## src/hw/regex_pkg.sv

```systemverilog
// sizes, opcode encoding, instruction, thread and window types of the regex engine
`default_nettype none

package regex_pkg;

    localparam int PC_WIDTH     = 8;
    localparam int CHAR_WIDTH   = 8;
    localparam int CC_ID_BITS   = 2;
    localparam int WINDOW_CHARS = 4;
    localparam int THREAD_DEPTH = 8;

    typedef enum logic [2:0] {
        ACCEPT                = 3'd0,
        ACCEPT_PARTIAL        = 3'd1,
        SPLIT                 = 3'd2,
        MATCH                 = 3'd3,
        MATCH_ANY             = 3'd4,
        JMP                   = 3'd5,
        END_WITHOUT_ACCEPTING = 3'd6
    } opcode_t;

    // MATCH reads the data field as a character, JMP and SPLIT as a target pc
    typedef union packed {
        logic [CHAR_WIDTH-1:0] ch;
        logic [PC_WIDTH-1:0]   target;
    } instr_data_t;

    typedef struct packed {
        opcode_t     opcode;
        instr_data_t data;
    } instr_t;

    typedef struct packed {
        logic [PC_WIDTH-1:0]   pc;
        logic [CC_ID_BITS-1:0] cc_id;
    } thread_t;

    // character i of the window sits at window[i]
    typedef logic [WINDOW_CHARS-1:0][CHAR_WIDTH-1:0] window_t;

endpackage

`default_nettype wire

```

## src/hw/instr_mem.sv

```systemverilog
// program memory with a write port and a one-cycle ready-valid read port
`default_nettype none

module instr_mem (
    input  logic                             clk,

    input  logic                             we,
    input  logic [regex_pkg::PC_WIDTH-1:0]   waddr,
    input  regex_pkg::instr_t                wdata,

    input  logic                             req_valid,
    input  logic [regex_pkg::PC_WIDTH-1:0]   req_addr,
    output logic                             req_ready,
    output regex_pkg::instr_t                rdata
);

    import regex_pkg::*;

    instr_t mem [2**PC_WIDTH];

    // reads never stall
    assign req_ready = 1'b1;

    always_ff @(posedge clk)
    begin
        if (we)
        begin
            mem[waddr] <= wdata;
        end
    end

    // rdata holds until the next request
    always_ff @(posedge clk)
    begin
        if (req_valid)
        begin
            rdata <= mem[req_addr];
        end
    end

endmodule

`default_nettype wire

```

## src/hw/regex_cpu_pipelined.sv

```systemverilog
// four-stage thread processor with fetch-send, fetch-receive, exe1 and exe2 stages
`default_nettype none

module regex_cpu_pipelined (
    input  logic                             clk,
    input  logic                             rst,
    input  regex_pkg::window_t               window,

    input  logic                             in_valid,
    input  regex_pkg::thread_t               in_thread,
    output logic                             in_ready,

    output logic                             mem_valid,
    output logic [regex_pkg::PC_WIDTH-1:0]   mem_addr,
    input  logic                             mem_ready,
    input  regex_pkg::instr_t                mem_data,

    output logic                             out_valid,
    output regex_pkg::thread_t               out_thread,
    input  logic                             out_ready,

    output logic                             accepts,
    output logic                             running
);

    import regex_pkg::*;

    typedef struct packed {
        thread_t thread;
        instr_t  instr;
    } stage_t;

    // stage state
    logic    fr_valid;
    logic    fr_fresh;
    stage_t  fr;
    logic    ex1_valid;
    stage_t  ex1;
    logic    ex2_valid;
    stage_t  ex2;

    // handshakes between stages
    logic    fs_go;
    logic    fr_go;
    logic    ex1_go;
    logic    ex2_go;
    instr_t  fr_instr_now;

    // exe outputs
    logic    ex1_done;
    logic    ex1_out_valid;
    logic    ex1_out_ready;
    thread_t ex1_out_thread;
    logic    ex1_accepts;
    logic    ex2_out_valid;
    logic    ex2_out_ready;
    thread_t ex2_out_thread;

    assign fr_go  = fr_valid && (!ex1_valid || ex1_go);
    assign ex2_go = ex2_valid && ex2_out_ready;
    assign ex1_go = ex1_valid && (!ex1_out_valid || ex1_out_ready)
                    && (ex1_done || !ex2_valid);

    // fetch-send requests only when fetch-receive can take the thread
    assign mem_valid = in_valid && (!fr_valid || fr_go);
    assign mem_addr  = in_thread.pc;
    assign fs_go     = mem_valid && mem_ready;
    assign in_ready  = fs_go;

    // fetch-receive gets the memory answer one cycle after the request
    assign fr_instr_now = fr_fresh ? mem_data : fr.instr;

    always_ff @(posedge clk)
    begin
        if (rst)
        begin
            fr_valid  <= 1'b0;
            fr_fresh  <= 1'b0;
            ex1_valid <= 1'b0;
            ex2_valid <= 1'b0;
        end
        else
        begin
            fr_fresh <= fs_go;
            if (ex2_go)
            begin
                ex2_valid <= 1'b0;
            end
            if (ex1_go)
            begin
                ex1_valid <= 1'b0;
                if (!ex1_done)
                begin
                    ex2_valid <= 1'b1;
                end
            end
            if (fr_go)
            begin
                fr_valid  <= 1'b0;
                ex1_valid <= 1'b1;
            end
            if (fs_go)
            begin
                fr_valid <= 1'b1;
            end
        end
    end

    always_ff @(posedge clk)
    begin
        fr.instr <= fr_instr_now;
        if (fs_go)
        begin
            fr.thread <= in_thread;
        end
        if (fr_go)
        begin
            ex1.thread <= fr.thread;
            ex1.instr  <= fr_instr_now;
        end
        if (ex1_go && !ex1_done)
        begin
            ex2 <= ex1;
        end
    end

    // exe1
    always_comb
    begin
        ex1_done             = 1'b1;
        ex1_out_valid        = 1'b0;
        ex1_accepts          = 1'b0;
        ex1_out_thread.pc    = ex1.thread.pc + 1'b1;
        ex1_out_thread.cc_id = ex1.thread.cc_id;
        if (ex1_valid)
        begin
            case (ex1.instr.opcode)
                MATCH:
                begin
                    if (window[ex1.thread.cc_id] == ex1.instr.data.ch)
                    begin
                        ex1_out_valid        = 1'b1;
                        ex1_out_thread.cc_id = ex1.thread.cc_id + 1'b1;
                    end
                end
                MATCH_ANY:
                begin
                    ex1_out_valid        = 1'b1;
                    ex1_out_thread.cc_id = ex1.thread.cc_id + 1'b1;
                end
                JMP:
                begin
                    ex1_out_valid     = 1'b1;
                    ex1_out_thread.pc = ex1.instr.data.target;
                end
                SPLIT:
                begin
                    // pc+1 is offered only once exe2 is free to take the target
                    ex1_out_valid = !ex2_valid;
                    ex1_done      = 1'b0;
                end
                ACCEPT:
                begin
                    ex1_accepts = (window[ex1.thread.cc_id] == '0);
                end
                ACCEPT_PARTIAL:
                begin
                    ex1_accepts = 1'b1;
                end
                default:
                begin
                    ex1_done = 1'b1;
                end
            endcase
        end
    end

    // exe2 only ever holds a SPLIT
    assign ex2_out_valid        = ex2_valid;
    assign ex2_out_thread.pc    = ex2.instr.data.target;
    assign ex2_out_thread.cc_id = ex2.thread.cc_id;

    rr_arbiter #(
        .DWIDTH($bits(thread_t))
    ) u_out_arb (
        .clk        (clk),
        .rst        (rst),
        .in_0_valid (ex1_out_valid),
        .in_0_data  (ex1_out_thread),
        .in_0_ready (ex1_out_ready),
        .in_1_valid (ex2_out_valid),
        .in_1_data  (ex2_out_thread),
        .in_1_ready (ex2_out_ready),
        .out_valid  (out_valid),
        .out_data   (out_thread),
        .out_ready  (out_ready)
    );

    assign accepts = ex1_accepts;
    assign running = fr_valid || ex1_valid || ex2_valid;

endmodule

`default_nettype wire

```

## src/hw/regex_engine.sv

```systemverilog
// regex engine top: thread start, feedback loop through the queue, match and done flags
`default_nettype none

module regex_engine (
    input  logic                             clk,
    input  logic                             rst,

    input  logic                             prog_we,
    input  logic [regex_pkg::PC_WIDTH-1:0]   prog_addr,
    input  regex_pkg::instr_t                prog_data,

    input  regex_pkg::window_t               window,
    input  logic                             start,

    output logic                             matched,
    output logic                             done
);

    import regex_pkg::*;

    logic                start_pending;
    logic                start_ready;
    logic                start_fire;
    thread_t             start_thread;

    logic                cpu_out_valid;
    logic                cpu_out_ready;
    thread_t             cpu_out_thread;

    logic                q_in_valid;
    logic                q_in_ready;
    thread_t             q_in_thread;
    logic                q_out_valid;
    logic                q_out_ready;
    thread_t             q_out_thread;
    logic                q_empty;

    logic                mem_valid;
    logic                mem_ready;
    logic [PC_WIDTH-1:0] mem_addr;
    instr_t              mem_data;

    logic                accepts;
    logic                running;

    // a new run always begins at pc 0 on the first character
    assign start_thread = '{pc: '0, cc_id: '0};
    assign start_fire   = start_pending && start_ready;

    always_ff @(posedge clk)
    begin
        if (rst)
        begin
            start_pending <= 1'b0;
            matched       <= 1'b0;
        end
        else
        begin
            if (start)
            begin
                start_pending <= 1'b1;
            end
            else if (start_fire)
            begin
                start_pending <= 1'b0;
            end
            if (start_fire)
            begin
                matched <= 1'b0;
            end
            else if (accepts)
            begin
                matched <= 1'b1;
            end
        end
    end

    assign done = q_empty && !running && !start_pending && !cpu_out_valid;

    rr_arbiter #(
        .DWIDTH($bits(thread_t))
    ) u_in_arb (
        .clk        (clk),
        .rst        (rst),
        .in_0_valid (cpu_out_valid),
        .in_0_data  (cpu_out_thread),
        .in_0_ready (cpu_out_ready),
        .in_1_valid (start_pending),
        .in_1_data  (start_thread),
        .in_1_ready (start_ready),
        .out_valid  (q_in_valid),
        .out_data   (q_in_thread),
        .out_ready  (q_in_ready)
    );

    thread_fifo u_queue (
        .clk        (clk),
        .rst        (rst),
        .in_valid   (q_in_valid),
        .in_thread  (q_in_thread),
        .in_ready   (q_in_ready),
        .out_valid  (q_out_valid),
        .out_thread (q_out_thread),
        .out_ready  (q_out_ready),
        .empty      (q_empty)
    );

    instr_mem u_mem (
        .clk        (clk),
        .we         (prog_we),
        .waddr      (prog_addr),
        .wdata      (prog_data),
        .req_valid  (mem_valid),
        .req_addr   (mem_addr),
        .req_ready  (mem_ready),
        .rdata      (mem_data)
    );

    regex_cpu_pipelined u_cpu (
        .clk        (clk),
        .rst        (rst),
        .window     (window),
        .in_valid   (q_out_valid),
        .in_thread  (q_out_thread),
        .in_ready   (q_out_ready),
        .mem_valid  (mem_valid),
        .mem_addr   (mem_addr),
        .mem_ready  (mem_ready),
        .mem_data   (mem_data),
        .out_valid  (cpu_out_valid),
        .out_thread (cpu_out_thread),
        .out_ready  (cpu_out_ready),
        .accepts    (accepts),
        .running    (running)
    );

endmodule

`default_nettype wire

```

## src/hw/rr_arbiter.sv

```systemverilog
// two-input round-robin arbiter for ready-valid streams
`default_nettype none

module rr_arbiter #(
    parameter int DWIDTH = 10
) (
    input  logic              clk,
    input  logic              rst,

    input  logic              in_0_valid,
    input  logic [DWIDTH-1:0] in_0_data,
    output logic              in_0_ready,

    input  logic              in_1_valid,
    input  logic [DWIDTH-1:0] in_1_data,
    output logic              in_1_ready,

    output logic              out_valid,
    output logic [DWIDTH-1:0] out_data,
    input  logic              out_ready
);

    // high when input 1 won the last transfer
    logic last_1;
    logic grant_1;

    // input 1 wins when it is alone or when input 0 was served last
    assign grant_1 = in_1_valid && (!in_0_valid || !last_1);

    assign out_valid  = in_0_valid || in_1_valid;
    assign out_data   = grant_1 ? in_1_data : in_0_data;
    assign in_0_ready = out_ready && !grant_1;
    assign in_1_ready = out_ready && grant_1;

    always_ff @(posedge clk)
    begin
        if (rst)
        begin
            last_1 <= 1'b0;
        end
        else if (out_valid && out_ready)
        begin
            last_1 <= grant_1;
        end
    end

endmodule

`default_nettype wire

```

## src/hw/thread_fifo.sv

```systemverilog
// circular queue of pending threads with ready-valid ports
`default_nettype none

module thread_fifo (
    input  logic               clk,
    input  logic               rst,

    input  logic               in_valid,
    input  regex_pkg::thread_t in_thread,
    output logic               in_ready,

    output logic               out_valid,
    output regex_pkg::thread_t out_thread,
    input  logic               out_ready,

    output logic               empty
);

    import regex_pkg::*;

    thread_t                             slots [THREAD_DEPTH];
    logic [$clog2(THREAD_DEPTH)-1:0]     rd_ptr;
    logic [$clog2(THREAD_DEPTH)-1:0]     wr_ptr;
    logic [$clog2(THREAD_DEPTH+1)-1:0]   count;
    logic                                push;
    logic                                pop;

    assign in_ready   = (count != THREAD_DEPTH);
    assign out_valid  = (count != 0);
    assign empty      = (count == 0);
    assign out_thread = slots[rd_ptr];

    assign push = in_valid && in_ready;
    assign pop  = out_valid && out_ready;

    always_ff @(posedge clk)
    begin
        if (push)
        begin
            slots[wr_ptr] <= in_thread;
        end
    end

    // pointers wrap on their own since the depth is a power of two
    always_ff @(posedge clk)
    begin
        if (rst)
        begin
            rd_ptr <= '0;
            wr_ptr <= '0;
            count  <= '0;
        end
        else
        begin
            if (push)
            begin
                wr_ptr <= wr_ptr + 1'b1;
            end
            if (pop)
            begin
                rd_ptr <= rd_ptr + 1'b1;
            end
            if (push && !pop)
            begin
                count <= count + 1'b1;
            end
            else if (pop && !push)
            begin
                count <= count - 1'b1;
            end
        end
    end

endmodule

`default_nettype wire

```

## config.mk

```make
export PLATFORM = sky130hd
export DESIGN_NAME = regex_engine
export DESIGN_NICKNAME = d
export VERILOG_FILES = /design/src/hw/regex_pkg.sv /design/src/hw/instr_mem.sv /design/src/hw/regex_cpu_pipelined.sv /design/src/hw/regex_engine.sv /design/src/hw/rr_arbiter.sv /design/src/hw/thread_fifo.sv
export SDC_FILE = /design/constraint.sdc
export NUM_CORES = 2
export LEC_CHECK = 0
export ABC_CLOCK_PERIOD_IN_PS = 3600
export BUFFER_PORTS_ARGS = -buffer_cell sky130_fd_sc_hd__buf_2
export CAP_MARGIN = 10
export CORE_ASPECT_RATIO = 1.1
export CORE_MARGIN = 2
export CORE_UTILIZATION = 32
export DETAILED_ROUTE_END_ITERATION = 16
export HOLD_SLACK_MARGIN = 0.06
export SETUP_SLACK_MARGIN = 0.15
export SLEW_MARGIN = 25
export SYNTH_ARGS = -nofsm -noshare
export SYNTH_HDL_FRONTEND = slang
export SYNTH_SLANG_ARGS = --single-unit
```

## constraint.sdc

```tcl
create_clock -name clk -period 3.6 [get_ports clk]
set_input_delay 0.72 -clock clk [delete_from_list [all_inputs] [get_ports clk]]
set_output_delay 0.72 -clock clk [all_outputs]
set_load 0.005 [all_outputs]
```

### Word-level counts from Yosys, hierarchy flattened

Memory sizes are Yosys's and may differ from the RTL's. A register that Yosys moved wholly into a read port is not among the register bits.
Cells that the tools add are included.

| cells by class | value |
|---|---|
| add/subtract/negate cells | 6 |
| multipliers | 0 |
| divide/modulo/power cells | 0 |
| magnitude comparators | 1 |
| equal/unequal tests | 7 |
| shifts and indexed selects | 0 |
| mux-type cells | 33 |
| bitwise gates (word level) | 0 |
| reductions and logical operators | 55 |

Operator list:

| kind | number |
|---|---|
| $mux 10 | 3 |
| $logic_and 1x1->1 | 21 |
| $mux 1 | 18 |
| $bmux 8 s2 | 1 |
| $mux 8 | 2 |
| $logic_not 1->1 | 14 |
| $mux 11 | 1 |
| $logic_or 1x1->1 | 10 |
| $add 8x1->8 const B | 1 |
| $eq 8x8->1 | 1 |
| $logic_not 8->1 | 1 |
| $mux 4 | 2 |
| $reduce_bool 2->1 | 4 |
| $add 3x1->3 const B | 2 |
| $eq 3x2->1 const B | 2 |
| $eq 3x3->1 const B | 2 |
| $mux 3 | 2 |
| $add 4x1->4 const B | 1 |
| $logic_not 4->1 | 1 |
| $ne 4x4->1 const B | 1 |
| $pmux 2 s2 | 1 |
| $reduce_bool 4->1 | 1 |
| $reduce_or 2->1 | 2 |
| $sub 4x1->4 const B | 1 |
| other kinds (7) | 7 |

| storage, ports and cells | value |
|---|---|
| flip-flop bits (word level) | 70 |
| latch bits | 0 |
| RAM bits | 2896 |
| bits in read-only memories | 0 |
| input bits | 55 |
| output and inout port bits | 2 |
| memories | 2 |

Memories:

| memory | words | bits a word | read ports | clocked after Yosys merged registers in | write ports | line | source |
|---|---|---|---|---|---|---|---|
| u_mem.mem | 256 | 11 | 1 | 1 | 1 | instr_mem.sv:19 | `instr_t mem [2**PC_WIDTH];` |
| u_queue.slots | 8 | 10 | 1 | 1 | 1 | thread_fifo.sv:21 | `thread_t slots [THREAD_DEPTH];` |

### Depth between registers and ports, before layout

| logic depth | value |
|---|---|
| depth in word-level cells | 24 |
| depth in mapped cells | 16 |

### Modules after synthesis

Synthesis repeated with hierarchy kept, for this count alone.

| unflattened totals | value |
|---|---|
| cells, all modules | 5443 |
| area, all modules | 115802.3 um^2 |

By module, submodules not included:

| module | instances | cells each | area an instance (um^2) | sequential area each (um^2) |
|---|---|---|---|---|
| instr_mem | 1 | 5001 | 108834.4 | 84891.4 |
| thread_fifo | 1 | 191 | 3772.4 | 2662.6 |
| regex_cpu_pipelined | 1 | 206 | 2642.5 | 1531.5 |
| rr_arbiter | 2 | 18 | 234.0 | 20.0 |
| regex_engine | 1 | 9 | 85.1 | 40.0 |

### Worst setup path before layout

Ideal clock, no wire load.

| timing | value |
|---|---|
| path type | reg-to-reg |
| start point | register u_cpu.ex1[11] (netlist bit) |
| end point | register u_queue.count[3] |
| library setup time | 0.071 ns |
| data arrival time | 3.723 ns |
| required time | 3.529 ns |
| path slack | -0.194 ns |
| cell stages (with the launch flop) | 17 |
| path buffers | 2 |
| clock period less this slack | 3.794 ns |
| path through | edfxtp_1 -> buf_2 -> buf_2 -> mux4_2 -> xnor2_1 -> nand4_1 -> o2111a_1 -> o31ai_2 -> a31oi_2 -> ha_1 -> inv_1 -> ha_1 -> a21o_1 -> a21oi_1 -> xnor2_1 -> or3_1 -> a21oi_1 |

| between the ends | value |
|---|---|
| word-level cells in the longest chain between the ends | 24 |
| elaborated cells on any way between the ends | 33 |
| classes of those cells | 1 x eq/ne; 6 x mux; 26 x reduce/logical |

Ends and longest elaborated chain:

| what | line | source |
|---|---|---|
| start: declaration | regex_cpu_pipelined.sv:38 | `stage_t ex1;` |
| $bmux 8 s2 * | regex_cpu_pipelined.sv:140 | `if (window[ex1.thread.cc_id] == ex1.instr.data.ch)` |
| $mux 8 (not written as such) * | regex_cpu_pipelined.sv:140 |  |
| $eq 8x8->1 * | regex_cpu_pipelined.sv:140 |  |
| $mux 1 * | regex_cpu_pipelined.sv:140 |  |
| $pmux 1 s3 * | regex_cpu_pipelined.sv:137 | `case (ex1.instr.opcode)` |
| $mux 1 * | regex_cpu_pipelined.sv:135 | `if (ex1_valid)` |
| $logic_or 1x1->1 | rr_arbiter.sv:30 | `assign out_valid = in_0_valid \|\| in_1_valid;` |
| $logic_not 1->1 | rr_arbiter.sv:28 | `assign grant_1 = in_1_valid && (!in_0_valid \|\| !last_1);` |
| [8 not listed] | - |  |
| $logic_or 1x1->1 | regex_cpu_pipelined.sv:59 | `assign fr_go = fr_valid && (!ex1_valid \|\| ex1_go);` |
| $logic_and 1x1->1 | regex_cpu_pipelined.sv:59 |  |
| $logic_or 1x1->1 | regex_cpu_pipelined.sv:65 | `assign mem_valid = in_valid && (!fr_valid \|\| fr_go);` |
| $logic_and 1x1->1 | regex_cpu_pipelined.sv:65 |  |
| $logic_and 1x1->1 | thread_fifo.sv:34 | `assign pop = out_valid && out_ready;` |
| $logic_not 1->1 | thread_fifo.sv:63 | `if (push && !pop)` |
| $logic_and 1x1->1 | thread_fifo.sv:63 |  |
| $mux 4 / $reduce_bool 2->1 (equally long branches) | - |  |
| end signal: assignment | thread_fifo.sv:65 | `count <= count + 1'b1;` |
| end signal: assignment | thread_fifo.sv:69 | `count <= count - 1'b1;` |
| end: declaration | thread_fifo.sv:24 | `logic [$clog2(THREAD_DEPTH+1)-1:0] count;` |

Mark *: on every way between the ends. The rest lies on a longest branch, timed or not. The select of a mux whose other input is x is not followed.
A chain may end at the register's enable or synchronous reset.

==> results.sh <==
export IMPL_io_pins=57
export IMPL_synth_ff_type="edfxtp_1"
export IMPL_start_kind="flip-flop"
export IMPL_final_antenna_net_count=0
export IMPL_design_area_sq_mm=0.139
export IMPL_fin_ws_ps=-106
export IMPL_clkTransAtPathRegs_ps=60
export IMPL_power_leakage_uw=0.0452
export IMPL_timing_setup_tns_ps=-813
export IMPL_clock_latency_ps=890
export IMPL_status="finished with violations"
export IMPL_routedWlPerCell_um=26.2
export IMPL_num_nets_final=7447
export IMPL_setup_viol_count_final=12
export IMPL_yosysSeqAreaShare=0.776
export IMPL_ys_warn_count=0
export IMPL_cts_buffers=310
export IMPL_power_total_uw=113000
export IMPL_relSlewSlack=0.311
export IMPL_whs_endpoint="u_mem.mem[71][7]$_DFFE_PP_"
export IMPL_hold_violations=0
export IMPL_drc=0
export IMPL_start_util=0.322
export IMPL_antenna_found_initial=19
export IMPL_die_h_um=632
export IMPL_cts_tree="done"
export IMPL_synthArstFlopShare=0
export IMPL_place_inst=11800
export IMPL_dp_hpwl_mm=198
export IMPL_rr_worst_depth=12
export IMPL_gr_usage_all_layers=0.173
export IMPL_root_buffer="clkbuf_16"
export IMPL_synthTopCellsByArea="edfxtp_1 77%, mux4_2 7.5%, nand2_1 3.5%"
export IMPL_worstPathArrival_ps=4290
export IMPL_wirelength_mm=325
export IMPL_synth_area_sq_mm=0.115
export IMPL_max_freq_mhz=270
export IMPL_worstReg2RegEnd="u_mem.rdata[8]$_DFFE_PP_"
export IMPL_hold_path_class="input pin to flip-flop"
export IMPL_firstDrtPassIters=6
export IMPL_hold_depth=1
export IMPL_slew_violations=0
export IMPL_dr_total_vias=65200
export IMPL_grt_max_degree=120
export IMPL_syn_inst=6543
export IMPL_cp_max_fo=8
export IMPL_violations="negative setup slack"
export IMPL_synth_distinct_cells=58
export IMPL_rsz0062_at_grt="true"
export IMPL_p_per_area_mw_per_mm2=812
export IMPL_drive_gt1_frac=0.249
export IMPL_cp_cell_sequence="buf_8, mux4_2, mux2_8, buf_12, buf_12, buf_6, mux4_2, a22oi_2, nand4_1, nor3_4, buf_4, nor4_2"
export IMPL_synth_top_area_frac=0.771
export IMPL_portBuffers=56
export IMPL_fp_dieArea_sq_mm=0.364
export IMPL_fin_crit_sh=1.03
export IMPL_tightest_slew_ps=1030
export IMPL_cp_slowest_stage_delay_ps=670
export IMPL_synth_edff_count=2948
export IMPL_vias_per_cell=5.26
export IMPL_ys_seq_elements=2980
export IMPL_cp_slowest_cell="mux4_2"
export IMPL_htreeDepth=5
export IMPL_gp_congestion=0.833
export IMPL_cts_sinks=2980
export IMPL_syn2layout_area_growth_pct=21.0
export IMPL_worst_clock_skew_ps=64.7
export IMPL_ir_drop_mv=0.611
export IMPL_hold_slack_ps=248
export IMPL_critPathRequiredTime_ps=4190
export IMPL_die_x_um=575
export IMPL_grt_overflow_total=0
export IMPL_num_rows=230
export IMPL_hp_start="prog_data[7]"
export IMPL_layout_min_cycle_time_ps=3710
export IMPL_instances_no_fill=12400
export IMPL_r2r_slack_ps=-110
export IMPL_yosys_area_top_type="edfxtp_1"
export IMPL_clk_path_buf_depth=4
export IMPL_core_area_sq_mm=0.357
export IMPL_synth_nets=6605
export IMPL_critPathCaptureType="flip-flop"
export IMPL_avgSynthCellArea_sq_um=17.6
export IMPL_grt_first_pass_wirelength_mm=464
export IMPL_maxCapViolations=0
export IMPL_path_class="flip-flop to flip-flop"
export IMPL_grt_pass1_vias=64700
export IMPL_drt_iter0_drc=7619
export IMPL_dpl_cell_area_sq_mm=0.127
-- state kept, by name, summed over array words and instances (netlist names), 3 cells and up, named ones only --
register	count
u_queue.slots	80
u_cpu.fr	21
u_mem.mem	2816
u_queue.wr_ptr	3
u_cpu.ex2	10
u_queue.rd_ptr	3
u_mem.rdata	11
u_queue.count	4
u_cpu.ex1	21
-- where the power goes --
group          total, uW  internal (uW)  switching (uW)
clock network      31300          18200           13100
logic              42000          17700           24300
registers          39500          39000             470
-- worst max-delay path by stage --
stage	cells after the start	endpoint	slack, ps
finish	12	u_mem.rdata[8]$_DFFE_PP_	-110
global route	16	u_queue.count[3]$_SDFFE_PP0P_	-230
CTS	12	u_mem.rdata[7]$_DFFE_PP_	-100
detailed placement	11	u_mem.rdata[7]$_DFFE_PP_	-610
global placement	11	u_mem.rdata[7]$_DFFE_PP_	-620
floorplan	14	u_queue.count[3]$_SDFFE_PP0P_	-80
-- placed cells by master, fill, tap and decap left out, drive strengths merged, types with 117 or more instances in the layout --
master / n
nand3: 291
edfxtp: 2948
mux2i: 226
a32oi: 220
clkinv: 117
nand4: 232
mux4: 380
clkbuf: 384
nand2: 1057
buf: 918
a22oi: 140
nor2: 293
-- stage by stage --
step	util	worst slack, ps
floorplan	-	-80.3
global placement	0.356	-622
detailed placement	0.356	-606
CTS	0.388	-104
global route	0.389	-226
finish	0.389	-106
-- worst max-delay path: cells and delay by family, from the launching register on --
kind,cells,cell delay [ps]
AO/OA/AOI/OAI,1,180
buffers and inverters,5,730
flip-flops,1,370
multiplexers,3,1470
AND/OR/NAND/NOR,3,650
-- final cells by class --
| class | count | area [sq um] |
|---|---|---|
| diodes | 9 | 22.5 |
| fillers | 31900 | 218000 |
| inverters | 11 | 60.1 |
| multi-input cells | 3152 | 24800 |
| well taps | 4756 | 5950 |
| repair buffers | 929 | 9130 |
| clock inverters | 162 | 1560 |
| clock buffers | 380 | 8190 |
| repair inverters | 1 | 8.76 |
| flip-flops and latches | 2980 | 89200 |
-- per-layer routing --
metal	track usage	wire length, um	up-vias
li1	-	-	27700
met1	0.230	130000	34100
met2	0.288	158000	2866
met3	0.0291	25500	527
met4	0.0589	11100	10
met5	0	57	-
-- cells by family (layout without fill, tap and decap cells) --
logic type | after synthesis | count (layout) | synth area share
other | 0 | 9 | 0
buffers and inverters | 413 | 1483 | 0.0154
multiplexers | 625 | 627 | 0.0962
AND/OR/NAND/NOR | 2030 | 2030 | 0.0777
adder cells (fa/ha/maj) | 7 | 7 | 0.000828
AO/OA/AOI/OAI | 466 | 466 | 0.0319
XOR/XNOR | 22 | 22 | 0.00168
flip-flops | 2980 | 2980 | 0.776
-- Yosys cell counts, drive strengths merged (3+ instances only) --
cell	number
clkbuf	243
inv	11
mux2i	226
a32oi	220
xnor2	13
nor2b	11
a22oi	140
nor2	293
nand2b	9
nand3b	7
or3	4
or3b	3
xor2	9
a21o	5
and3	47
a21oi	62
o211ai	10
a211oi	3
o31ai	3
buf	159
mux4	380
nand2	1057
nor3b	3
a31oi	3
nand4	232
dfxtp	32
o21ai	8
edfxtp	2948
nand3	291
ha	6
mux2	19
nor3	51
nor4	15
-- what timing repair did --
action                                  CTS  global route
gates resized for setup                 143            53
endpoints found under the hold margin     1             0
pin swaps                                67            46
setup buffers                            28            17
gates cloned                             18             3
hold buffers                              1             0
endpoints found under the setup margin   13            45
Note: power is estimated with default switching activity, not from simulation.
